## src/dcache_geom_pkg.sv

```systemverilog
//////////////////////////////////////////////////////////////////////
// geometry of the L1 data cache memory stage
// two ways, sixteen sets, 32-byte lines split over four 64-bit banks
//////////////////////////////////////////////////////////////////////

package dcache_geom_pkg;

  localparam int unsigned NUM_WAYS     = 2;
  localparam int unsigned NUM_BANKS    = 4;
  localparam int unsigned NUM_SETS     = 16;
  localparam int unsigned NUM_RD_PORTS = 2;

  // address fields
  localparam int unsigned TAG_W = 8;
  localparam int unsigned IDX_W = 4;
  // byte offset, the upper bits pick the bank
  localparam int unsigned OFF_W = 5;

  localparam int unsigned WORD_W    = 64;
  localparam int unsigned WORD_BE_W = WORD_W / 8;
  localparam int unsigned LINE_W    = NUM_BANKS * WORD_W;
  localparam int unsigned LINE_BE_W = LINE_W / 8;
  localparam int unsigned BANK_W    = $clog2(NUM_BANKS);
  localparam int unsigned PORT_W    = (NUM_RD_PORTS > 1) ? $clog2(NUM_RD_PORTS) : 1;

  typedef logic [TAG_W-1:0]     tag_t;
  typedef logic [IDX_W-1:0]     idx_t;
  typedef logic [OFF_W-1:0]     off_t;
  typedef logic [BANK_W-1:0]    bank_sel_t;
  typedef logic [WORD_W-1:0]    word_t;
  typedef logic [WORD_BE_W-1:0] word_be_t;
  // one bit per way for hits, valid bits and write enables
  typedef logic [NUM_WAYS-1:0]  way_mask_t;
  typedef logic [LINE_W-1:0]    line_t;
  typedef logic [LINE_BE_W-1:0] line_be_t;
  typedef logic [PORT_W-1:0]    rd_port_sel_t;

endpackage

```

## src/dcache_req_pkg.sv

```systemverilog
//////////////////////////////////////////////////////////////////////
// request and command bundles of the cache memory stage
//////////////////////////////////////////////////////////////////////

package dcache_req_pkg;

  import dcache_geom_pkg::*;

  // one read port
  typedef struct packed {
    idx_t idx;
    off_t off;
    logic req;
    logic prio;
  } rd_req_t;

  // full line refill, writes tag and valid bits as well
  typedef struct packed {
    logic      vld;
    way_mask_t way_we;
    tag_t      tag;
    idx_t      idx;
    off_t      off;
    line_t     data;
    line_be_t  be;
    way_mask_t vld_bits;
  } line_wr_t;

  // single word store, req is one-hot over the ways
  typedef struct packed {
    way_mask_t req;
    idx_t      idx;
    off_t      off;
    word_t     data;
    word_be_t  be;
  } word_wr_t;

  // command to one data bank
  typedef struct packed {
    logic                      req;
    logic                      we;
    idx_t                      idx;
    word_t    [NUM_WAYS-1:0]   wdata;
    word_be_t [NUM_WAYS-1:0]   be;
  } bank_cmd_t;

  // command to the tag and valid arrays
  typedef struct packed {
    way_mask_t req;
    logic      we;
    idx_t      idx;
    tag_t      tag;
    way_mask_t vld_bits;
  } tag_cmd_t;

endpackage

```

## src/dcache_readout.sv

```systemverilog
//////////////////////////////////////////////////////////////////////
// result stage, purely combinational
// a miss reads as zero, a valid line write bypasses the arrays
//////////////////////////////////////////////////////////////////////

`timescale 1ns/10ps

module dcache_readout (
  input  dcache_geom_pkg::word_t
         [dcache_geom_pkg::NUM_BANKS-1:0][dcache_geom_pkg::NUM_WAYS-1:0] bank_rdata_i,
  input  dcache_geom_pkg::bank_sel_t                                     lookup_bank_i,
  input  dcache_geom_pkg::way_mask_t                                     hit_oh_i,
  input  dcache_req_pkg::line_wr_t                                       line_wr_i,
  output dcache_geom_pkg::word_t                                         rd_data_o
);

  import dcache_geom_pkg::*;

  word_t [NUM_WAYS-1:0] way_word;
  word_t                hit_word;
  bank_sel_t            line_bank;

  // word of the looked-up bank in every way
  always_comb begin : p_way_word
    for (int j = 0; j < NUM_WAYS; j++) begin
      way_word[j] = bank_rdata_i[lookup_bank_i][j];
    end
  end

  // one-hot mux, no hit leaves zero
  always_comb begin : p_hit_mux
    hit_word = '0;
    for (int j = 0; j < NUM_WAYS; j++) begin
      if (hit_oh_i[j]) begin
        hit_word = hit_word | way_word[j];
      end
    end
  end

  assign line_bank = line_wr_i.off[OFF_W-1 -: BANK_W];

  // refill data goes straight to the output
  assign rd_data_o = line_wr_i.vld ? line_wr_i.data[line_bank*WORD_W +: WORD_W] : hit_word;

endmodule

```

## config.mk

```make
export PLATFORM = sky130hd
export DESIGN_NAME = dcache_readout
export DESIGN_NICKNAME = d
export VERILOG_FILES = /design/src/dcache_geom_pkg.sv /design/src/dcache_req_pkg.sv /design/src/dcache_readout.sv
export SDC_FILE = /design/constraint.sdc
export NUM_CORES = 1
export LEC_CHECK = 0
export BUFFER_PORTS_ARGS = -buffer_cell sky130_fd_sc_hd__buf_2
export CAP_MARGIN = 20
export CORE_AREA = 3 3 345 347
export DETAILED_ROUTE_END_ITERATION = 8
export DIE_AREA = 0 0 348 350
export GPL_ROUTABILITY_DRIVEN = 0
export SYNTH_ARGS = -nofsm -noshare
export SYNTH_HDL_FRONTEND = slang
export SYNTH_SLANG_ARGS = --single-unit
```

## constraint.sdc

```tcl
create_clock -name vclk -period 1.25
set_input_delay 0 -clock vclk [all_inputs]
set_output_delay 0 -clock vclk [all_outputs]
set_load 0.05 [all_outputs]
```

==> impl_metrics.toml <==
[worst_setup_path]
cpMaxStageDelayCell = "mux4_2"
critPathMaxStageDelay_ns = 0.57
critPathKind = "input pin to primary output"
path_cells = "buf_16 > buf_12 > buf_12 > mux4_2 > a22oi_2 > buf_4 > o21ai_4 > buf_6"
endpoint_kind = "primary output"
cp_data_arrival_time_ns = 1.65
cp_common_cell = "buf_12"
cp.required_ns = 1.25
crit_path_max_fanout = 11
crit_buf_inv = 5
critPathLaunchType = "input pin"
path_delay_family = "buffers and inverters"

[synth]
ys_types = 9
synth_area_leader_cell = "mux4_2"
synth_area_sq_um = 5750
syn_area_per_cell_sq_um = 12.7
yosysWarnings = 0
synthTopCellsByArea = "mux4_2, a22oi_1, o21ai_1"
yosysSeqAreaShare_pct = 0
syn_inst = 454
synth_top_area_share_pct = 75.2
synth_nets = 1280

[run_status]
status = "finished, violations left"
violations = "setup timing"

[power]
seqPwrFrac_pct = 0
leakagePower_nw = 6.14
p_int_mw = 3.42
power_switching_mw = 3.46
p_comb_share_pct = 100.0
clockPowerShare_pct = 0
vdd_drop_max_v = 0.000188
switching_share_pct = 50.4
power_density_nw_per_um2 = 469

[sta]
rsz0062_at_grt = "true"
setup_violations = 64
slew_viol_final = 0
tightestPinTransition_ns = 0.423
fmaxAchievable_mhz = 608
post-route-period-util_pct = 132
fin_hold_ws_ns = 0.409
period_minus_slack_ns = 1.65
hold_viol_final = 0
fin_ws_ns = -0.395
relSlewSlack_pct = 71.8

[final_layout]
design.seq.count = 0
clkbuf_count = 0
area_growth_pct = 155
layout_common_cells = "buf_2, mux4_2, buf_6"
n_fill_cell = 13300
final_net_count = 2200
utilization_pct = 12.6
drive_above_1_share_pct = 95.1
regArea_sq_um = 0
final_common_cell = "buf_2"

[clock_tree]
hold_buffers = 0

[global_routing]
grt_first_pass_wirelength_um = 95000
antenna_found_initial = 131
grt_max_degree = 46
grt_pass1_vias = 9939
grt-ovfl-total = 0
grt.total_usage_pct = 11.8

[floorplanning]
row_count = 125
initial_utilization_pct = 4.95
dieArea_sq_um = 122000
dieWidth_um = 348
core_sq_um = 116000
top_level_ports = 890
die-height_um = 350

[detailed_routing]
vias = 9764
ant_nets = 0
drtPass1Iterations = 6
drtIter0Drc = 778
wl_um = 76800
drc = 0
wl_per_cell_um = 26.1
via_per_inst = 3.32

[placement]
dp_slack_ns = -0.757
port_buffers = 839
dp_hpwl_um = 72400

[job]
max_cap_viol_count = 0

[min_path]
hp-class = "input pin to primary output"
## power groups by stage
stage	logic, mW	clock network, mW	registers, mW
floorplan	3.24	0	0
global placement	6.23	0	0
detailed placement	6.29	0	0
CTS	6.94	0	0
global route	7.27	0.00000246	0
finish	6.88	0.00000513	0
## cell families after synthesis
| family | count (synthesis) | share of synthesized area [%] |
|---|---|---|
| buffers and inverters | 70 | 6.66 |
| muxes | 192 | 75.2 |
| AOI/OAI and AO/OA | 128 | 13.9 |
| and+or+nand+nor | 64 | 4.18 |
## routing by layer
| layer | wire length, um | up-vias | track usage, % | share of wire [%] |
|---|---|---|---|---|
| met5 | 372 | - | 0 | 0.48 |
| met4 | 2290 | 56 | 1.93 | 3.0 |
| met3 | 8320 | 226 | 4.18 | 11 |
| met2 | 34800 | 770 | 19.4 | 45 |
| met1 | 31000 | 4732 | 15.0 | 40 |
| li1 | - | 3980 | - | - |
## final timing paths
| check | endpoint | from | slack (ns) | depth (start not counted) |
|---|---|---|---|---|
| setup / recovery | rd_data_o[26] | lookup_bank_i[0] | -0.40 | 8 |
| hold / removal | rd_data_o[0] | line_wr_i[309] | 0.41 | 3 |
## tightest hold or removal path, cell delays in order
cell and delay [ns]:
buf_8 0.15, o21ai_4 0.09, buf_8 0.15
## cells in the mapped netlist
master	number
nand2_1	64
buf_4	11
a22oi_1	64
buf_1	16
clkbuf_1	25
mux4_2	192
buf_2	9
buf_6	9
o21ai_1	64
## cell type report
type                            instances  area (sq um)  share of cell area, %
Multi-Input combinational cell        384          6350                   43.3
Timing Repair Buffer                  988          6290                   42.9
Tap cell                             1524          1910                   13.0
Antenna cell                           47           118                  0.802
## through the flow
stage,TNS [ns],cell area (sq um),instances,power (mW)
2_1_floorplan,-0.120,6500,454,3.24
3_3_place_gp,-28.58,13600,2884,6.23
3_5_place_dp,-29.20,13600,2884,6.29
4_1_cts,-22.95,14500,2895,6.94
5_1_grt,-23.99,14600,2919,7.27
6_report,-19.35,14700,2943,6.88
## timing repair
action,4_1_cts,5_1_grt
pin swaps,37,24
setup endpoints to repair,64,64
setup buffers,10,3
gates resized for setup,203,21
cloned,1,0
(Power assumes the default switching activity.)
