--- src/dcache_geom_pkg.sv ---
//////////////////////////////////////////////////////////////////////
// geometry of the L1 data cache memory stage
// two ways, sixteen sets, 32-byte lines split over four 64-bit banks
//////////////////////////////////////////////////////////////////////

package dcache_geom_pkg;

  localparam int unsigned NUM_WAYS     = 2;
  localparam int unsigned NUM_BANKS    = 4;
  localparam int unsigned NUM_SETS     = 16;
  localparam int unsigned NUM_RD_PORTS = 2;

  // address fields
  localparam int unsigned TAG_W = 8;
  localparam int unsigned IDX_W = 4;
  // byte offset, the upper bits pick the bank
  localparam int unsigned OFF_W = 5;

  localparam int unsigned WORD_W    = 64;
  localparam int unsigned WORD_BE_W = WORD_W / 8;
  localparam int unsigned LINE_W    = NUM_BANKS * WORD_W;
  localparam int unsigned LINE_BE_W = LINE_W / 8;
  localparam int unsigned BANK_W    = $clog2(NUM_BANKS);
  localparam int unsigned PORT_W    = (NUM_RD_PORTS > 1) ? $clog2(NUM_RD_PORTS) : 1;

  typedef logic [TAG_W-1:0]     tag_t;
  typedef logic [IDX_W-1:0]     idx_t;
  typedef logic [OFF_W-1:0]     off_t;
  typedef logic [BANK_W-1:0]    bank_sel_t;
  typedef logic [WORD_W-1:0]    word_t;
  typedef logic [WORD_BE_W-1:0] word_be_t;
  // one bit per way for hits, valid bits and write enables
  typedef logic [NUM_WAYS-1:0]  way_mask_t;
  typedef logic [LINE_W-1:0]    line_t;
  typedef logic [LINE_BE_W-1:0] line_be_t;
  typedef logic [PORT_W-1:0]    rd_port_sel_t;

endpackage

--- src/dcache_sram.sv ---
//////////////////////////////////////////////////////////////////////
// behavioral single-port RAM, one word per way at each set
// read data is registered and held until the next read request
//////////////////////////////////////////////////////////////////////

`timescale 1ns/10ps

module dcache_sram #(
  parameter int unsigned NumWays = dcache_geom_pkg::NUM_WAYS
) (
  input  logic                                    clk_i,
  input  logic                                    rst_ni,
  input  logic                                    req_i,
  input  logic                                    we_i,
  input  dcache_geom_pkg::idx_t                   addr_i,
  input  dcache_geom_pkg::word_t    [NumWays-1:0] wdata_i,
  input  dcache_geom_pkg::word_be_t [NumWays-1:0] be_i,
  output dcache_geom_pkg::word_t    [NumWays-1:0] rdata_o
);

  import dcache_geom_pkg::*;

  word_t [NumWays-1:0] mem_q [NUM_SETS];
  word_t [NumWays-1:0] rdata_q;

  // byte-wise write into the addressed set
  always_ff @(posedge clk_i) begin : p_write
    if (req_i && we_i) begin
      for (int w = 0; w < NumWays; w++) begin
        for (int b = 0; b < WORD_BE_W; b++) begin
          if (be_i[w][b]) begin
            mem_q[addr_i][w][8*b +: 8] <= wdata_i[w][8*b +: 8];
          end
        end
      end
    end
  end

  always_ff @(posedge clk_i or negedge rst_ni) begin : p_read
    if (!rst_ni) begin
      rdata_q <= '0;
    end else if (req_i && !we_i) begin
      rdata_q <= mem_q[addr_i];
    end
  end

  assign rdata_o = rdata_q;

endmodule

--- config.mk ---
export PLATFORM = sky130hd
export DESIGN_NAME = dcache_sram
export DESIGN_NICKNAME = d
export VERILOG_FILES = /design/src/dcache_geom_pkg.sv /design/src/dcache_sram.sv
export SDC_FILE = /design/constraint.sdc
export NUM_CORES = 2
export LEC_CHECK = 0
export BUFFER_PORTS_ARGS = -buffer_cell sky130_fd_sc_hd__buf_2
export CELL_PAD_IN_SITES_DETAIL_PLACEMENT = 0
export CELL_PAD_IN_SITES_GLOBAL_PLACEMENT = 1
export CORE_MARGIN = 2
export CORE_UTILIZATION = 25
export DETAILED_ROUTE_END_ITERATION = 10
export PLACE_DENSITY_LB_ADDON = 0.1
export SKIP_CTS_REPAIR_TIMING = 1
export SYNTH_ARGS = -nofsm -noshare
export SYNTH_HDL_FRONTEND = slang
export SYNTH_SLANG_ARGS = --single-unit
--- constraint.sdc ---
create_clock -name clk_i -period 1.4 [get_ports clk_i]
set_clock_uncertainty 0.2 [all_clocks]
set_input_delay 0.21 -clock clk_i [delete_from_list [all_inputs] [get_ports clk_i]]
set_output_delay 0.21 -clock clk_i [all_outputs]
set_load 0.02 [all_outputs]
==> flow_summary_export.csv <==
group,metric,value,unit
synthesis,synth_nets,4763,
min_path,holdCritPathClass,"primary input to flop",
clock_network,cts_buffers,243,
power,vdd_ir_drop_max,1070,µV
sta,worstMarginPinSlew,0.9710,ns
sta,grt_setup_unrepaired,"yes",
synthesis,synthTopCellsByCount,"edfxtp_1 (2048), mux2i_1 (768), nor2_1 (514)",
synthesis,synth_seq_cells,2176,
clock_network,cts-root-buf,"clkbuf_16",
global_routing,grt_max_degree,40,
global_routing,overflow,0,
status,failed_checks,"setup timing",
sta,setup_violations,500,
cells_and_area,filler_cell_count,32124,
place,place.gp.congestion,0.7226,
place,post-place-cells,9705,
setup_path,cp_cell_sequence,"clkbuf_8 > buf_4 > buf_12 > dlygate4sd3_1 > buf_12 > a221oi_1 > o21ai_4 > a31oi_1",
setup_path,cp_common_cell,"buf_12",
floorplan,die-area,338100,µm²
clock_network,clock-sinks,2176,
route,drc,0,
synthesis,synth_top_area_cell,"edfxtp_1",
route,first_pass_iters,7,
floorplan,ioPinCount,280,
cells_and_area,area_growth,31.43,%
global_routing,antenna_found_initial,33,
place,io_buffers,279,
clock_network,cts_tree,"built",
synthesis,yosysSeqAreaShare,0.7761,
floorplan,chipHeight,581.5,µm
synthesis,yosysTopAreaCellShare,0.7377,
floorplan,die_w,581.5,µm
sta,hold_viol,0,
route,wl_per_cell,26.25,µm
global_routing,grt_pass1_wl,373.4,mm
sta,drv_slew,0,
setup_path,cp_slowest_cell,"dlygate4sd3_1",
clock_network,htree_levels,4,
global_routing,grt_pass1_vias,46651,
floorplan,rows,212,
setup_path,worst-path-max-fanout,16,
sta,layout_min_cycle_time,1.998,ns
cells_and_area,ff_latch_area,64760,µm²
power,p_leak,37.99,nW
synthesis,synth_async_sr_flop_share,0.05882,
sta,relSlewSlack,0.3505,
job,max_cap_violations,0,
synthesis,yosysMostFrequentCell,"edfxtp_1",
route,drt_iter0_drc,2979,
setup_path,required,2.03,ns
cells_and_area,fin_cells,10375,
power,p_per_area,1347,nW/µm²
route,via_per_inst,4.412,
synthesis,synth_warnings,0,
place,place_hpwl,179.8,mm
synthesis,synth_area,83370,µm²
setup_path,arrival,2.63,ns
synthesis,yosys_most_used_dff,"edfxtp_1",
cells_and_area,layout-drive-gt1-share,0.3044,
sta,fmax,0.5006,GHz
route,drt_wl_total,272.3,mm
synthesis,syn_avg_cell_area,18.08,µm²
setup_path,crit_path_start_kind,"primary input",
route,ant_nets,0,
floorplan,start_util,0.2506,
synthesis,synth-edff-count,2048,
route,vias,45775,
sta,hold_ws,0.001427,ns
floorplan,fp.coreArea,332600,µm²
clock_network,clk_pin_slew_worst_paths,0.06,ns
clock_network,cts.path.max_buffers,4,
cells_and_area,multiInputGateArea,18680,µm²
synthesis,ys_top_cells_by_area,"edfxtp_1 (74%), mux2i_1 (9.2%), dfrtp_1 (3.8%), mux4_2 (3.5%), nor2_1 (2.3%)",
synthesis,syn_inst,4611,
setup_path,end_kind,"flop",
clock_network,clock_latency,0.91,ns
setup_path,critical_path_class,"primary input to flop",
sta,setup_slack,-0.5978,ns
global_routing,grt_use_total,0.1556,
status,status,"finished, violations left",
setup_path,slowest_delay,0.90,ns
cells_and_area,final_nets,5926,
sta,timing.final.crit_share,1.427,
synthesis,synth.distinct_cells,25,
==> final timing paths <==
kind / from / to / slack [ns] / cells after the start
worst min register to register: rdata_o[52] / rdata_o[52] / 0.37 / 2
min in group asynchronous: rst_ni / rdata_o[17] / 0.37 / 3
max in group asynchronous: rst_ni / rdata_o[118] / -0.47 / 4
worst max register to register: mem_q[13][121] / rdata_o[121] / -0.18 / 4
worst max-delay path: addr_i[2] / rdata_o[42] / -0.60 / 8
worst min-delay path: addr_i[1] / rdata_o[30] / 0.001 / 6
==> critical path, delay by kind of cell <==
| family | cells | cell delay, ns |
|---|---|---|
| buf+inv | 5 | 1.70 |
| compound gates | 3 | 0.70 |
==> per-stage QoR <==
stage               power [W]  cell area (µm²)  worst slack [ns]    util  setup TNS (ns)
floorplan             0.07862            84320           -0.6955       -        -1111.45
global placement      0.08452            98020           -0.9878  0.2947        -1423.85
detailed placement    0.08455            98020           -0.9947  0.2947        -1422.66
CTS                    0.1481           105800           -0.8302  0.3181          -97.73
global route           0.1528           109600           -0.6802  0.3294         -155.95
finish                 0.1476           109600           -0.5978  0.3294         -137.58
==> final cells by class <==
class | count | share of cell area
Sequential cell | 2176 | 0.5910
Multi-Input combinational cell | 2140 | 0.1704
Timing Repair Buffer | 1213 | 0.1172
Clock buffer | 324 | 0.06021
Tap cell | 4387 | 0.05010
Clock inverter | 130 | 0.01089
Antenna cell | 5 | 0.0001142
==> per-layer routing <==
metal  wire length [µm]  part of all wire  global-route usage
met1             125300              0.46              0.2134
met2             131100              0.48              0.2593
met3              10310             0.038             0.02527
met4               5431             0.020             0.03155
met5                106           0.00039                   0
==> flip-flops by register name, summed over array words and instances, names as in the netlist <==
name     flops
mem_q     2048
rdata_o    128
==> where the power goes <==
part / internal [W] / switching (W)
clock: 0.0360 / 0.0269
combinational: 0.00501 / 0.00654
sequential: 0.0722 / 0.000989
==> layout by cell type, fill, tap and decap left out, types with 7 or more instances in the layout <==
cell type      count
nand3_2            7
dfrtp_2           47
dlygate4sd3_1    179
nand3_1           36
o22ai_1          256
clkbuf_1          62
mux2i_1          767
o21ai_4           20
buf_12           249
edfxtp_1        2048
nor2_4            78
clkinv_1          43
nand2_4            8
nand2_1           52
o21ai_2           61
a221oi_2          32
bufinv_16         16
buf_4            501
clkinv_2          53
clkbuf_16        245
dfrtp_1           81
nand2_2           11
nor2_1           426
a2bb2oi_2         21
a221oi_1          53
nor2_2            10
a2bb2oi_1         22
mux4_2           128
clkbuf_8          19
a31oi_1          128
buf_2            146
buf_6            132
==> cells by family after synthesis <==
| group | Yosys count | synth area share |
|---|---|---|
| DFF | 2176 | 0.7761 |
| and+or+nand+nor | 647 | 0.03044 |
| AOI/OAI and AO/OA | 597 | 0.04737 |
| buffers and inverters | 295 | 0.01932 |
| muxes | 896 | 0.1268 |
Note: power is estimated with default switching activity, not from simulation.
