**src/dcache_geom_pkg.sv**
```systemverilog
//////////////////////////////////////////////////////////////////////
// geometry of the L1 data cache memory stage
// two ways, sixteen sets, 32-byte lines split over four 64-bit banks
//////////////////////////////////////////////////////////////////////

package dcache_geom_pkg;

  localparam int unsigned NUM_WAYS     = 2;
  localparam int unsigned NUM_BANKS    = 4;
  localparam int unsigned NUM_SETS     = 16;
  localparam int unsigned NUM_RD_PORTS = 2;

  // address fields
  localparam int unsigned TAG_W = 8;
  localparam int unsigned IDX_W = 4;
  // byte offset, the upper bits pick the bank
  localparam int unsigned OFF_W = 5;

  localparam int unsigned WORD_W    = 64;
  localparam int unsigned WORD_BE_W = WORD_W / 8;
  localparam int unsigned LINE_W    = NUM_BANKS * WORD_W;
  localparam int unsigned LINE_BE_W = LINE_W / 8;
  localparam int unsigned BANK_W    = $clog2(NUM_BANKS);
  localparam int unsigned PORT_W    = (NUM_RD_PORTS > 1) ? $clog2(NUM_RD_PORTS) : 1;

  typedef logic [TAG_W-1:0]     tag_t;
  typedef logic [IDX_W-1:0]     idx_t;
  typedef logic [OFF_W-1:0]     off_t;
  typedef logic [BANK_W-1:0]    bank_sel_t;
  typedef logic [WORD_W-1:0]    word_t;
  typedef logic [WORD_BE_W-1:0] word_be_t;
  // one bit per way for hits, valid bits and write enables
  typedef logic [NUM_WAYS-1:0]  way_mask_t;
  typedef logic [LINE_W-1:0]    line_t;
  typedef logic [LINE_BE_W-1:0] line_be_t;
  typedef logic [PORT_W-1:0]    rd_port_sel_t;

endpackage

```
**src/dcache_req_pkg.sv**
```systemverilog
//////////////////////////////////////////////////////////////////////
// request and command bundles of the cache memory stage
//////////////////////////////////////////////////////////////////////

package dcache_req_pkg;

  import dcache_geom_pkg::*;

  // one read port
  typedef struct packed {
    idx_t idx;
    off_t off;
    logic req;
    logic prio;
  } rd_req_t;

  // full line refill, writes tag and valid bits as well
  typedef struct packed {
    logic      vld;
    way_mask_t way_we;
    tag_t      tag;
    idx_t      idx;
    off_t      off;
    line_t     data;
    line_be_t  be;
    way_mask_t vld_bits;
  } line_wr_t;

  // single word store, req is one-hot over the ways
  typedef struct packed {
    way_mask_t req;
    idx_t      idx;
    off_t      off;
    word_t     data;
    word_be_t  be;
  } word_wr_t;

  // command to one data bank
  typedef struct packed {
    logic                      req;
    logic                      we;
    idx_t                      idx;
    word_t    [NUM_WAYS-1:0]   wdata;
    word_be_t [NUM_WAYS-1:0]   be;
  } bank_cmd_t;

  // command to the tag and valid arrays
  typedef struct packed {
    way_mask_t req;
    logic      we;
    idx_t      idx;
    tag_t      tag;
    way_mask_t vld_bits;
  } tag_cmd_t;

endpackage

```
**src/dcache_sram.sv**
```systemverilog
//////////////////////////////////////////////////////////////////////
// behavioral single-port RAM, one word per way at each set
// read data is registered and held until the next read request
//////////////////////////////////////////////////////////////////////

`timescale 1ns/10ps

module dcache_sram #(
  parameter int unsigned NumWays = dcache_geom_pkg::NUM_WAYS
) (
  input  logic                                    clk_i,
  input  logic                                    rst_ni,
  input  logic                                    req_i,
  input  logic                                    we_i,
  input  dcache_geom_pkg::idx_t                   addr_i,
  input  dcache_geom_pkg::word_t    [NumWays-1:0] wdata_i,
  input  dcache_geom_pkg::word_be_t [NumWays-1:0] be_i,
  output dcache_geom_pkg::word_t    [NumWays-1:0] rdata_o
);

  import dcache_geom_pkg::*;

  word_t [NumWays-1:0] mem_q [NUM_SETS];
  word_t [NumWays-1:0] rdata_q;

  // byte-wise write into the addressed set
  always_ff @(posedge clk_i) begin : p_write
    if (req_i && we_i) begin
      for (int w = 0; w < NumWays; w++) begin
        for (int b = 0; b < WORD_BE_W; b++) begin
          if (be_i[w][b]) begin
            mem_q[addr_i][w][8*b +: 8] <= wdata_i[w][8*b +: 8];
          end
        end
      end
    end
  end

  always_ff @(posedge clk_i or negedge rst_ni) begin : p_read
    if (!rst_ni) begin
      rdata_q <= '0;
    end else if (req_i && !we_i) begin
      rdata_q <= mem_q[addr_i];
    end
  end

  assign rdata_o = rdata_q;

endmodule

```
**src/dcache_tag_compare.sv**
```systemverilog
//////////////////////////////////////////////////////////////////////
// execute stage with the tag and valid arrays of all ways
// each way entry sits in the low bits of one RAM word
//////////////////////////////////////////////////////////////////////

`timescale 1ns/10ps

module dcache_tag_compare (
  input  logic                      clk_i,
  input  logic                      rst_ni,
  input  dcache_req_pkg::tag_cmd_t  tag_cmd_i,
  input  dcache_geom_pkg::tag_t     lookup_tag_i,
  input  logic                      cmp_en_i,
  output dcache_geom_pkg::way_mask_t rd_vld_bits_o,
  output dcache_geom_pkg::way_mask_t rd_hit_oh_o
);

  import dcache_geom_pkg::*;

  word_t    [NUM_WAYS-1:0] tag_wdata;
  word_be_t [NUM_WAYS-1:0] tag_be;
  word_t    [NUM_WAYS-1:0] tag_rdata;
  tag_t     [NUM_WAYS-1:0] way_tag;
  way_mask_t               way_vld;

  // entry layout is valid bit above the tag
  always_comb begin : p_wdata
    for (int i = 0; i < NUM_WAYS; i++) begin
      tag_wdata[i] = word_t'({tag_cmd_i.vld_bits[i], tag_cmd_i.tag});
      tag_be[i]    = tag_cmd_i.req[i] ? '1 : '0;
    end
  end

  dcache_sram #(
    .NumWays (NUM_WAYS)
  ) tag_sram_i (
    .clk_i   (clk_i),
    .rst_ni  (rst_ni),
    .req_i   (|tag_cmd_i.req),
    .we_i    (tag_cmd_i.we),
    .addr_i  (tag_cmd_i.idx),
    .wdata_i (tag_wdata),
    .be_i    (tag_be),
    .rdata_o (tag_rdata)
  );

  //////////////////////////////////////////////////////////////////////
  // hit generation
  //////////////////////////////////////////////////////////////////////

  for (genvar i = 0; i < NUM_WAYS; i++) begin : gen_way_cmp
    assign way_tag[i] = tag_rdata[i][TAG_W-1:0];
    assign way_vld[i] = tag_rdata[i][TAG_W];

    // compare against the tag that came in one cycle after the grant
    assign rd_hit_oh_o[i] = cmp_en_i & way_vld[i] & (way_tag[i] == lookup_tag_i);
  end

  assign rd_vld_bits_o = way_vld;

endmodule

```
**config.mk**
```make
export PLATFORM = sky130hd
export DESIGN_NAME = dcache_tag_compare
export DESIGN_NICKNAME = d
export VERILOG_FILES = /design/src/dcache_geom_pkg.sv /design/src/dcache_req_pkg.sv /design/src/dcache_sram.sv /design/src/dcache_tag_compare.sv
export SDC_FILE = /design/constraint.sdc
export NUM_CORES = 1
export LEC_CHECK = 0
export BUFFER_PORTS_ARGS = -buffer_cell sky130_fd_sc_hd__buf_2
export CAP_MARGIN = 30
export CORE_MARGIN = 3
export CORE_UTILIZATION = 61
export DETAILED_ROUTE_END_ITERATION = 8
export GPL_ROUTABILITY_DRIVEN = 0
export GPL_TIMING_DRIVEN = 0
export PLACE_DENSITY = 0.74
export SKIP_CTS_REPAIR_TIMING = 1
export SLEW_MARGIN = 20
export SYNTH_ARGS = -nofsm -noshare
export SYNTH_HDL_FRONTEND = slang
export SYNTH_SLANG_ARGS = --single-unit
```
**constraint.sdc**
```tcl
create_clock -name clk_i -period 2.6 [get_ports clk_i]
set_input_delay 0.26 -clock clk_i [delete_from_list [all_inputs] [get_ports clk_i]]
set_output_delay 0.26 -clock clk_i [all_outputs]
set_load 0.005 [all_outputs]
```
==> results.md, run 1 <==
* Final wirelength at 26400 um
* Vias in the first global route at 6062
* Warnings, synthesis at 0
* Post-synthesis average cell area at 19.9 um2
* Ports at 32
* Sw frac at 0.209
* Critical Path Source Type: input port
* Peak fanout along the critical path at 10
* Port Buffers at 27
* Core Area at 19000 um2
* Post-Synthesis Cells at 604
* Final HPWL from detailed placement at 17000 um
* Row cnt at 50
* Clock H-tree levels at 1
* Cell total after placement at 898
* Synth top area share at 0.721
* Per-cell routed wire length at 27.5 um
* Largest area contributor in the synthesized netlist: edfxtp_1
* Pre-antenna DRT Iters at 5
* Synth cell count leaders: 288 x edfxtp_1, 54 x mux4_2, 45 x nor2_1
* Worst Path Arrival at 2.08 ns
* Die width at 146 um
* Synth Flop Type: edfxtp_1
* CTS max path bufs at 3
* Clock transition at the registers of the reported paths at 0.06 ns
* Setup violation total in the final timing report at 0
* Fin cells at 959
* Layout cells sized above 1 at 0.249
* Max Clock Skew at 0.00585 ns
* Yosys reg bits at 306
* Worst-skew pair later-pin latency at 0.54 ns
* Final #Nets at 703
* Combinational share of power at 0.061
* Clk pwr share at 0.397
* Number of DRC markers in iteration 0 at 694
* PD cells at 756 nW/um2
* Fmax at 524 MHz
* Internal power at 8.09 mW
* Sw power at 2.14 mW
* CTS tree: yes
* Area Growth Syn to Fin at 12.8%
* Worst Path Required at 2.77 ns
* RSZ-0062 raised after global routing: false
* Final Hold Viols at 0
* Total gr overflow at 0
* Post-synth EDFFs at 288
* Status: finished, final reports clean
* CTS sink cnt at 306
* Critical path capture point type: flip-flop
* First-pass GRT wire length at 39600 um
* Sequential-to-total area share from yosys stat at 0.758
* Max_cap viols at 0
* Cts bufs inserted at 29
* HP Class: in -> reg
* Minimum clock period at 1.91 ns
* Sequential power share at 0.542
* DRC at 0
* Vias per std cell at 6.41
* Initial core utilization at 0.631
* Largest net degree at the start of global routing at 33
* Ranking of synthesized cells by area: edfxtp_1 72%, mux4_2 10%, dfrtp_1 3.8%
* Fill count at 1182
* Fraction of registers with async set/reset at 0.0588
* Die area at 21400 um2
* Via Count at 6146
* CTS Root Cell: clkbuf_16
* Slew HR at 0.357
* Post-Syn Area at 12000 um2
* CP Class: in -> reg
* Count leader, synth: edfxtp_1
* Crit share post-route at 0.734
* Leak pwr at 4.43 nW
* Synth cell types at 28
* Slew Limit Fails at 0
* Initial antenna violation count at 1
* Setup TNS at 0 ns
* Synthesized Nets at 632
* ANT nets after route at 0
* Tightest Pin Transition at 0.961 ns
* Hold_ws at 0.0923 ns
* Die Height at 146 um
* GRT Resource Usage Total at 0.253
* VDD IR-drop max at 0.000626 V
-- worst max-delay path: stages --
cell     delay, ns
buf_2         0.14
buf_2         0.34
buf_2         0.31
nand4_1       0.26
nor2_1        0.76
-- cells by family (layout without fill, tap and decap cells) --
logic type,after synthesis,after routing,share of synthesized area
flops,306,306,0.758
simple gates,100,100,0.0383
mux,90,90,0.131
compound gates,55,55,0.0384
buf+inv,37,131,0.0219
xor+xnor,16,16,0.0117
other cells,0,1,0
-- worst paths after layout --
check	startpoint	endpoint	slack, ns	cells after the start
max reg2reg	tag_sram_i.mem_q[15][5]$_DFFE_PP_	tag_sram_i.rdata_o[5]$_DFFE_PN0P_	1.13	3
min in group asynchronous	rst_ni	tag_sram_i.rdata_o[71]$_DFFE_PN0P_	0.21	2
min reg2reg	tag_sram_i.rdata_o[2]$_DFFE_PN0P_	tag_sram_i.rdata_o[2]$_DFFE_PN0P_	0.58	2
max	tag_cmd_i[13]	tag_sram_i.mem_q[15][16]$_DFFE_PP_	0.69	5
max in group asynchronous	rst_ni	tag_sram_i.rdata_o[6]$_DFFE_PN0P_	2.08	2
min	tag_cmd_i[0]	tag_sram_i.mem_q[7][8]$_DFFE_PP_	0.09	1
-- cell usage in the layout (no fill, tap or decap), drive strengths merged, types with 2 or more instances in the layout --
| master | instances |
|---|---|
| nand3 | 6 |
| a31oi | 18 |
| mux2i | 36 |
| nand2 | 20 |
| edfxtp | 288 |
| buf | 72 |
| nor2b | 2 |
| nand4 | 4 |
| dfrtp | 18 |
| a22oi | 18 |
| bufinv | 2 |
| nor2 | 45 |
| xnor2 | 16 |
| clkinv | 12 |
| mux4 | 54 |
| clkbuf | 42 |
| nor3 | 10 |
| or3b | 2 |
| nand2b | 4 |
| o221a | 18 |
| nand4b | 4 |
-- metal layers --
layer | vias to the layer above | GRT usage | wire (um)
met5 | - | 0 | 0
met4 | 0 | 0.0508 | 499
met3 | 48 | 0.0537 | 2640
met2 | 345 | 0.388 | 12300
met1 | 3141 | 0.389 | 10900
li1 | 2612 | - | -
-- through the flow --
| stage | utilization | power [mW] | setup slack (ns) | instance area (um2) |
|---|---|---|---|---|
| after floorplan | - | 6.00 | 0.449 | 12000 |
| after global placement | 0.655 | 6.23 | -0.320 | 12500 |
| after detailed placement | 0.660 | 6.26 | 0.0488 | 12600 |
| after CTS | 0.709 | 10.3 | 0.594 | 13500 |
| after global routing | 0.712 | 10.5 | 0.594 | 13500 |
| final | 0.712 | 10.2 | 0.691 | 13500 |
-- power by group through the flow --
| stage | clock network (mW) | registers [mW] | logic (mW) |
|---|---|---|---|
| floorplan | 0 | 5.62 | 0.375 |
| global placement | 0 | 5.64 | 0.591 |
| detailed placement | 0 | 5.65 | 0.613 |
| CTS | 4.10 | 5.55 | 0.621 |
| global route | 4.33 | 5.55 | 0.667 |
| finish | 4.06 | 5.55 | 0.623 |
-- sequential cells by signal, indices dropped and copies added, names as in the netlist --
register / cells
tag_sram_i.rdata_o: 18
tag_sram_i.mem_q: 288
-- layout make-up --
class                           count  area, um2  share of cell area
Sequential cell                   306       9100               0.672
Multi-Input combinational cell    261       2680               0.198
Clock buffer                       38        800              0.0591
Tap cell                          260        325              0.0240
Buffer                             37        263              0.0194
Timing Repair Buffer               40        243              0.0179
Clock inverter                     16        131             0.00970
Antenna cell                        1       2.50            0.000185
Power figures use the tool's default switching activity.
==> run 2: changes to the inputs <==
--- a/config.mk
+++ b/config.mk
@@ -8,11 +8,11 @@
 export BUFFER_PORTS_ARGS = -buffer_cell sky130_fd_sc_hd__buf_2
 export CAP_MARGIN = 30
 export CORE_MARGIN = 3
-export CORE_UTILIZATION = 61
+export CORE_UTILIZATION = 56
 export DETAILED_ROUTE_END_ITERATION = 8
 export GPL_ROUTABILITY_DRIVEN = 0
 export GPL_TIMING_DRIVEN = 0
-export PLACE_DENSITY = 0.74
+export PLACE_DENSITY = 0.72
 export SKIP_CTS_REPAIR_TIMING = 1
 export SLEW_MARGIN = 20
 export SYNTH_ARGS = -nofsm -noshare
==> constraint.sdc (replaced) <==
create_clock -name clk_i -period 1.75 [get_ports clk_i]
set_input_delay 0.175 -clock clk_i [delete_from_list [all_inputs] [get_ports clk_i]]
set_output_delay 0.175 -clock clk_i [all_outputs]
set_load 0.005 [all_outputs]
==> run 2 against run 1 <==
Against the previous run: the run now ends with negative setup slack left; clock-buffer cell count increased by 2; sequential power increased by 48%; cell area about the same; via count increased by 0.65%; core utilization decreased by 5.5 points; critical path type unchanged; critical endpoint is now tag_sram_i.mem_q[11][11]$_DFFE_PP_; largest power group unchanged.
==> results.md, run 2 (same netlist as run 1, synthesis figures left out) <==
* Layout cells sized above 1 at 0.269 (+0.0199)
* Number of DRC markers in iteration 0 at 646 (-6.9%)
* Core Area at 20600 um2 (+8.4%)
* Crit share post-route at 1.10
* Final Hold Viols at 0 (unchanged)
* Fin cells at 962 (+0.31%)
* Largest net degree at the start of global routing at 33 (unchanged)
* Clock H-tree levels at 1 (unchanged)
* Most frequent cells in the layout: 288 x edfxtp_1, 54 x mux4_2, 43 x buf_2
* PnR worst setup slack at -0.173 ns (-0.865 ns)
* Crit. Startpoint: tag_cmd_i[13]
* Cell total after placement at 904 (+0.67%)
* DRC at 0 (unchanged)
* Minimum clock period at 1.92 ns
* Tightest Pin Transition at 0.902 ns (-0.0587 ns)
* Worst-skew pair later-pin latency at 0.54 ns (about the same)
* Vias per std cell at 6.43 (+0.34%)
* Setup violation total in the final timing report at 73 (+73)
* CTS Root Cell: clkbuf_16
* Ports at 32 (unchanged)
* Peak fanout along the critical path at 10 (unchanged)
* Violated checks: negative setup slack
* Worst Path Required at 1.92 ns (-0.85 ns)
* Clock transition at the registers of the reported paths at 0.06 ns (about the same)
* Final #Nets at 697 (-0.85%)
* Row cnt at 52 (+4.0%)
* Initial core utilization at 0.582 (-0.0491)
* CP most frequent cell: buf_2
* Die width at 152 um (+4.2%)
* Pre-antenna DRT Iters at 5 (unchanged)
* Die Height at 152 um (+4.2%)
* Critical path's largest stage delay at 0.78 ns (+0.02 ns)
* Per-cell routed wire length at 28.2 um (+2.3%)
* First-pass GRT wire length at 39800 um (+0.49%)
* Hold_sp: tag_cmd_i[0]
* Slew Limit Fails at 0 (unchanged)
* Crit path cell chain: buf_2 -> buf_2 -> buf_2 -> nand4b_1 -> nor2_1
* Fmax at 520 MHz
* Total gr overflow at 0 (unchanged)
* Initial antenna violation count at 2 (+1)
* Status: finished with violations
* Final wirelength at 27100 um (+2.6%)
* Max_cap viols at 0 (unchanged)
* Hold_ws at 0.0179 ns (-0.0744 ns)
* Critical path capture point type: flip-flop
* Max Clock Skew at 0.00766 ns (+0.00181 ns)
* Setup TNS at -6.28 ns (-6.28 ns)
* Total power at 15.2 mW (+49%)
* Most common cell after layout, fill and taps aside: edfxtp_1
* ANT nets after route at 0 (unchanged)
* Largest Register: tag_sram_i.mem_q
* CTS max path bufs at 3 (unchanged)
* Die area at 23200 um2 (+8.6%)
* CP Class: in -> reg
* Fill count at 1324 (+12%)
* CTS tree: yes
* Worst Path Arrival at 2.09 ns (about the same)
* Slew HR at 0.398 (+0.0415)
* Met1 wire length at 11100 um (+1.5%)
* Met3 WL post-DR at 2570 um (-2.7%)
* HP Class: in -> reg
* PD cells at 1120 nW/um2 (+49%)
* Area Growth Syn to Fin at 13.0% (about the same)
* Critical Path Source Type: input port
* Met2 WL at 12500 um (+1.5%)
* Via Count at 6186 (+0.65%)
* Cts bufs inserted at 28 (-3.4%)
* VDD IR-drop max at 0.000785 V (+25%)
* Dpl ws at -0.708 ns (-0.756 ns)
* Vias in the first global route at 6202 (+2.3%)
* Crit-path slowest cell: nor2_1
* GRT Resource Usage Total at 0.232 (-0.0214)
* Largest register FFs at 288 (unchanged)
* RSZ-0062 raised after global routing: true
* CTS sink cnt at 306 (unchanged)
* Final HPWL from detailed placement at 17200 um (+0.93%)
* Leak pwr at 4.39 nW (-0.79%)
* Max Used Layer: met5
* Reg-to-reg startpoint: tag_sram_i.mem_q[13][14]$_DFFE_PP_
* Port Buffers at 27 (unchanged)
-- run 2: final cells by class --
type | count | area, um2 | area share
clock buffers | 40 | 797 | 0.0588
repair buffers | 35 | 201 | 0.0149
clock inverters | 12 | 114 | 0.00840
diodes | 1 | 2.50 | 0.000185
flip-flops and latches | 306 | 9100 | 0.671
well taps | 270 | 338 | 0.0249
multi-input cells | 261 | 2740 | 0.202
plain buffers | 37 | 263 | 0.0194
-- run 2: worst paths after layout --
kind	depth (start not counted)	end	slack (ns)
hold reg to reg	2	tag_sram_i.rdata_o[7]$_DFFE_PN0P_	0.58
hold / removal	1	tag_sram_i.mem_q[12][8]$_DFFE_PP_	0.02
min in group asynchronous	2	tag_sram_i.rdata_o[7]$_DFFE_PN0P_	0.10
max in group asynchronous	2	tag_sram_i.rdata_o[70]$_DFFE_PN0P_	1.35
setup / recovery	5	tag_sram_i.mem_q[11][11]$_DFFE_PP_	-0.17
setup reg to reg	3	tag_sram_i.rdata_o[69]$_DFFE_PN0P_	0.23
-- run 2: where the power goes --
group	internal (mW)	switching [mW]
Clock	3.46	2.55
Sequential	8.15	0.0848
Combinational	0.384	0.574
-- run 2: metal layers --
layer | GRT usage | vias up
li1 | - | 2592
met3 | 0.0574 | 61
met1 | 0.341 | 3187
met5 | 0 | -
met4 | 0.0796 | 2
met2 | 0.347 | 344
-- run 2: per-stage QoR --
stage / instance area (um2) / utilization
after floorplan: 12100 / -
after global placement: 12500 / 0.607
after detailed placement: 12600 / 0.609
after CTS: 13500 / 0.653
after global routing: 13600 / 0.657
final: 13600 / 0.657
-- run 2: critical path: cells and delay by family --
kind | cells | cell delay (ns)
and+or+nand+nor | 2 | 1.09
buffers and inverters | 3 | 0.82
==> run 3: changes to the inputs <==
--- a/config.mk
+++ b/config.mk
@@ -12,6 +12,7 @@
 export DETAILED_ROUTE_END_ITERATION = 8
 export GPL_ROUTABILITY_DRIVEN = 0
 export GPL_TIMING_DRIVEN = 0
+export MAX_ROUTING_LAYER = met4
 export PLACE_DENSITY = 0.72
 export SKIP_CTS_REPAIR_TIMING = 1
 export SLEW_MARGIN = 20
==> constraint.sdc (replaced) <==
create_clock -name clk_i -period 1.75 [get_ports clk_i]
set_input_delay 0.175 -clock clk_i [delete_from_list [all_inputs] [get_ports clk_i]]
set_output_delay 0.175 -clock clk_i [all_outputs]
set_load 0.01 [all_outputs]
==> run 3 against run 2 <==
Against the previous run: the flow still finishes with violations (negative setup slack); via count decreased by 0.42%; first-iteration DRC count increased by 2.3%; sequential share of layout area about the same; wire length increased by 0.11%; critical path type unchanged; highest routed layer is now met4.
==> results.md, run 3 (same netlist as run 1, synthesis figures left out) <==
* Vias in the first global route at 6154 (-0.77%)
* Final wirelength at 27100 um (+0.11%)
* Status: finished with violations
* DRC at 0 (unchanged)
* Area Growth Syn to Fin at 13.0% (about the same)
* Worst Path Required at 1.91 ns (about the same)
* Die Height at 152 um (unchanged)
* Total power at 15.2 mW (about the same)
* Cts bufs inserted at 28 (unchanged)
* Via Count at 6160 (-0.42%)
* ANT nets after route at 0 (unchanged)
* HP Class: in -> reg
* Fmax at 532 MHz (+2.4%)
* Ports at 32 (unchanged)
* Clock H-tree levels at 1 (unchanged)
* Slew Limit Fails at 0 (unchanged)
* GRT Resource Usage Total at 0.239 (+0.00747)
* Leak pwr at 4.39 nW (about the same)
* PnR worst setup slack at -0.129 ns (+0.0446 ns)
* Most common cell after layout, fill and taps aside: edfxtp_1
* CTS max path bufs at 3 (unchanged)
* Initial antenna violation count at 2 (unchanged)
* R2R cell count at 3 (unchanged)
* Die width at 152 um (unchanged)
* Sw frac at 0.211 (about the same)
* Die area at 23200 um2 (unchanged)
* First-pass GRT wire length at 39900 um (+0.12%)
* Number of DRC markers in iteration 0 at 661 (+2.3%)
* CP Class: in -> reg
* Cell total after placement at 904 (unchanged)
* Clk pwr share at 0.395 (about the same)
* Minimum clock period at 1.88 ns (-0.0446 ns)
* Row cnt at 52 (unchanged)
* Largest register FFs at 288 (unchanged)
* Initial core utilization at 0.582 (unchanged)
* Final Hold Viols at 0 (unchanged)
* RSZ-0062 raised after global routing: true
* VDD IR-drop max at 0.000788 V (+0.37%)
* Setup violation total in the final timing report at 73 (unchanged)
* Internal power at 12.0 mW (about the same)
* CTS sink cnt at 306 (unchanged)
* Fin cells at 963 (+0.10%)
* Crit share post-route at 1.07 (-0.0255)
* Critical Path Source Type: input port
* Layout cells sized above 1 at 0.269 (unchanged)
* Clock transition at the registers of the reported paths at 0.07 ns (about the same)
* Critical path capture point type: flip-flop
* Peak fanout along the critical path at 10 (unchanged)
* Slew HR at 0.390 (-0.00827)
* Violated checks: negative setup slack
* CTS Root Cell: clkbuf_16
* Final HPWL from detailed placement at 17200 um (unchanged)
* Worst Path Arrival at 2.04 ns (-0.05 ns)
* Port Buffers at 27 (unchanged)
* Most frequent cells in the layout: 288 x edfxtp_1, 54 x mux4_2, 43 x buf_2
* Max_cap viols at 0 (unchanged)
* Largest Register: tag_sram_i.mem_q
* Largest net degree at the start of global routing at 33 (unchanged)
* Total gr overflow at 0 (unchanged)
* Vias per std cell at 6.40 (-0.52%)
* Max Clock Skew at 0.00874 ns (+0.00108 ns)
* Per-cell routed wire length at 28.2 um (about the same)
* Tightest Pin Transition at 0.915 ns (+0.0124 ns)
* Sw power at 3.21 mW (-0.11%)
* CTS tree: yes
* Pre-antenna DRT Iters at 5 (unchanged)
* PD cells at 1120 nW/um2 (about the same)
* Worst-skew pair later-pin latency at 0.54 ns (about the same)
* Core Area at 20600 um2 (unchanged)
* Worst Hold Path Cells at 1 (unchanged)
* Final #Nets at 697 (unchanged)
* Sequential power share at 0.542 (about the same)
* Combinational share of power at 0.063 (about the same)
## run 3: cell types whose count changed in the layout (fill, tap and decap cells not counted), sizes merged
cell,delta
diode,+1
## run 3: layer usage
| layer | vias up | track usage | wire (um) |
|---|---|---|---|
| li1 | 2599 | - | - |
| met1 | 3155 | 0.344 | 10900 |
| met2 | 342 | 0.348 | 12600 |
| met3 | 64 | 0.0534 | 2720 |
| met4 | 0 | 0.0779 | 926 |
| met5 | - | - | 0 |
## run 3: power by group through the flow
| stage | clock, mW | sequential (mW) | combinational, mW |
|---|---|---|---|
| after floorplan | 0 | 8.36 | 0.567 |
| after global placement | 0 | 8.38 | 0.890 |
| after detailed placement | 0 | 8.39 | 0.920 |
| after CTS | 6.06 | 8.24 | 0.929 |
| after global routing | 6.35 | 8.24 | 1.02 |
| final | 6.01 | 8.24 | 0.960 |
## run 3: final cells by class
| cell class | instances | area (um2) |
|---|---|---|
| antenna | 2 | 5.00 |
| buffer | 37 | 263 |
| clock buffer | 40 | 797 |
| clock inverter | 12 | 114 |
| fill | 1323 | 7070 |
| multi-input combinational | 261 | 2740 |
| sequential | 306 | 9100 |
| tap | 270 | 338 |
| timing repair buffer | 35 | 201 |
## run 3: worst max-delay path, stage by stage
cell and delay, ns:
buf_2 0.13, buf_2 0.36, buf_2 0.32, nand4b_1 0.30
nor2_1 0.74
## run 3: stage by stage
stage	cell area (um2)	hold slack, ns	worst slack [ns]	util	setup TNS, ns
2_1_floorplan	12100	-0.121	-0.102	-	-6.44
3_3_place_gp	12500	0.136	-0.715	0.607	-139.05
3_5_place_dp	12600	0.140	-0.708	0.609	-145.62
4_1_cts	13500	-0.426	-0.178	0.653	-6.22
5_1_grt	13600	0.0223	-0.266	0.657	-15.55
6_report	13600	0.0163	-0.129	0.657	-5.66
## run 3: path summary, 6_finish.rpt
| check | to | startpoint | slack, ns |
|---|---|---|---|
| max | tag_sram_i.mem_q[11][11]$_DFFE_PP_ | tag_cmd_i[13] | -0.13 |
| min | tag_sram_i.mem_q[10][8]$_DFFE_PP_ | tag_cmd_i[0] | 0.02 |
| max reg2reg | tag_sram_i.rdata_o[69]$_DFFE_PN0P_ | tag_sram_i.mem_q[13][14]$_DFFE_PP_ | 0.23 |
| min reg2reg | tag_sram_i.rdata_o[7]$_DFFE_PN0P_ | tag_sram_i.rdata_o[7]$_DFFE_PN0P_ | 0.58 |
| max in group asynchronous | tag_sram_i.rdata_o[70]$_DFFE_PN0P_ | rst_ni | 1.34 |
| min in group asynchronous | tag_sram_i.rdata_o[7]$_DFFE_PN0P_ | rst_ni | 0.10 |
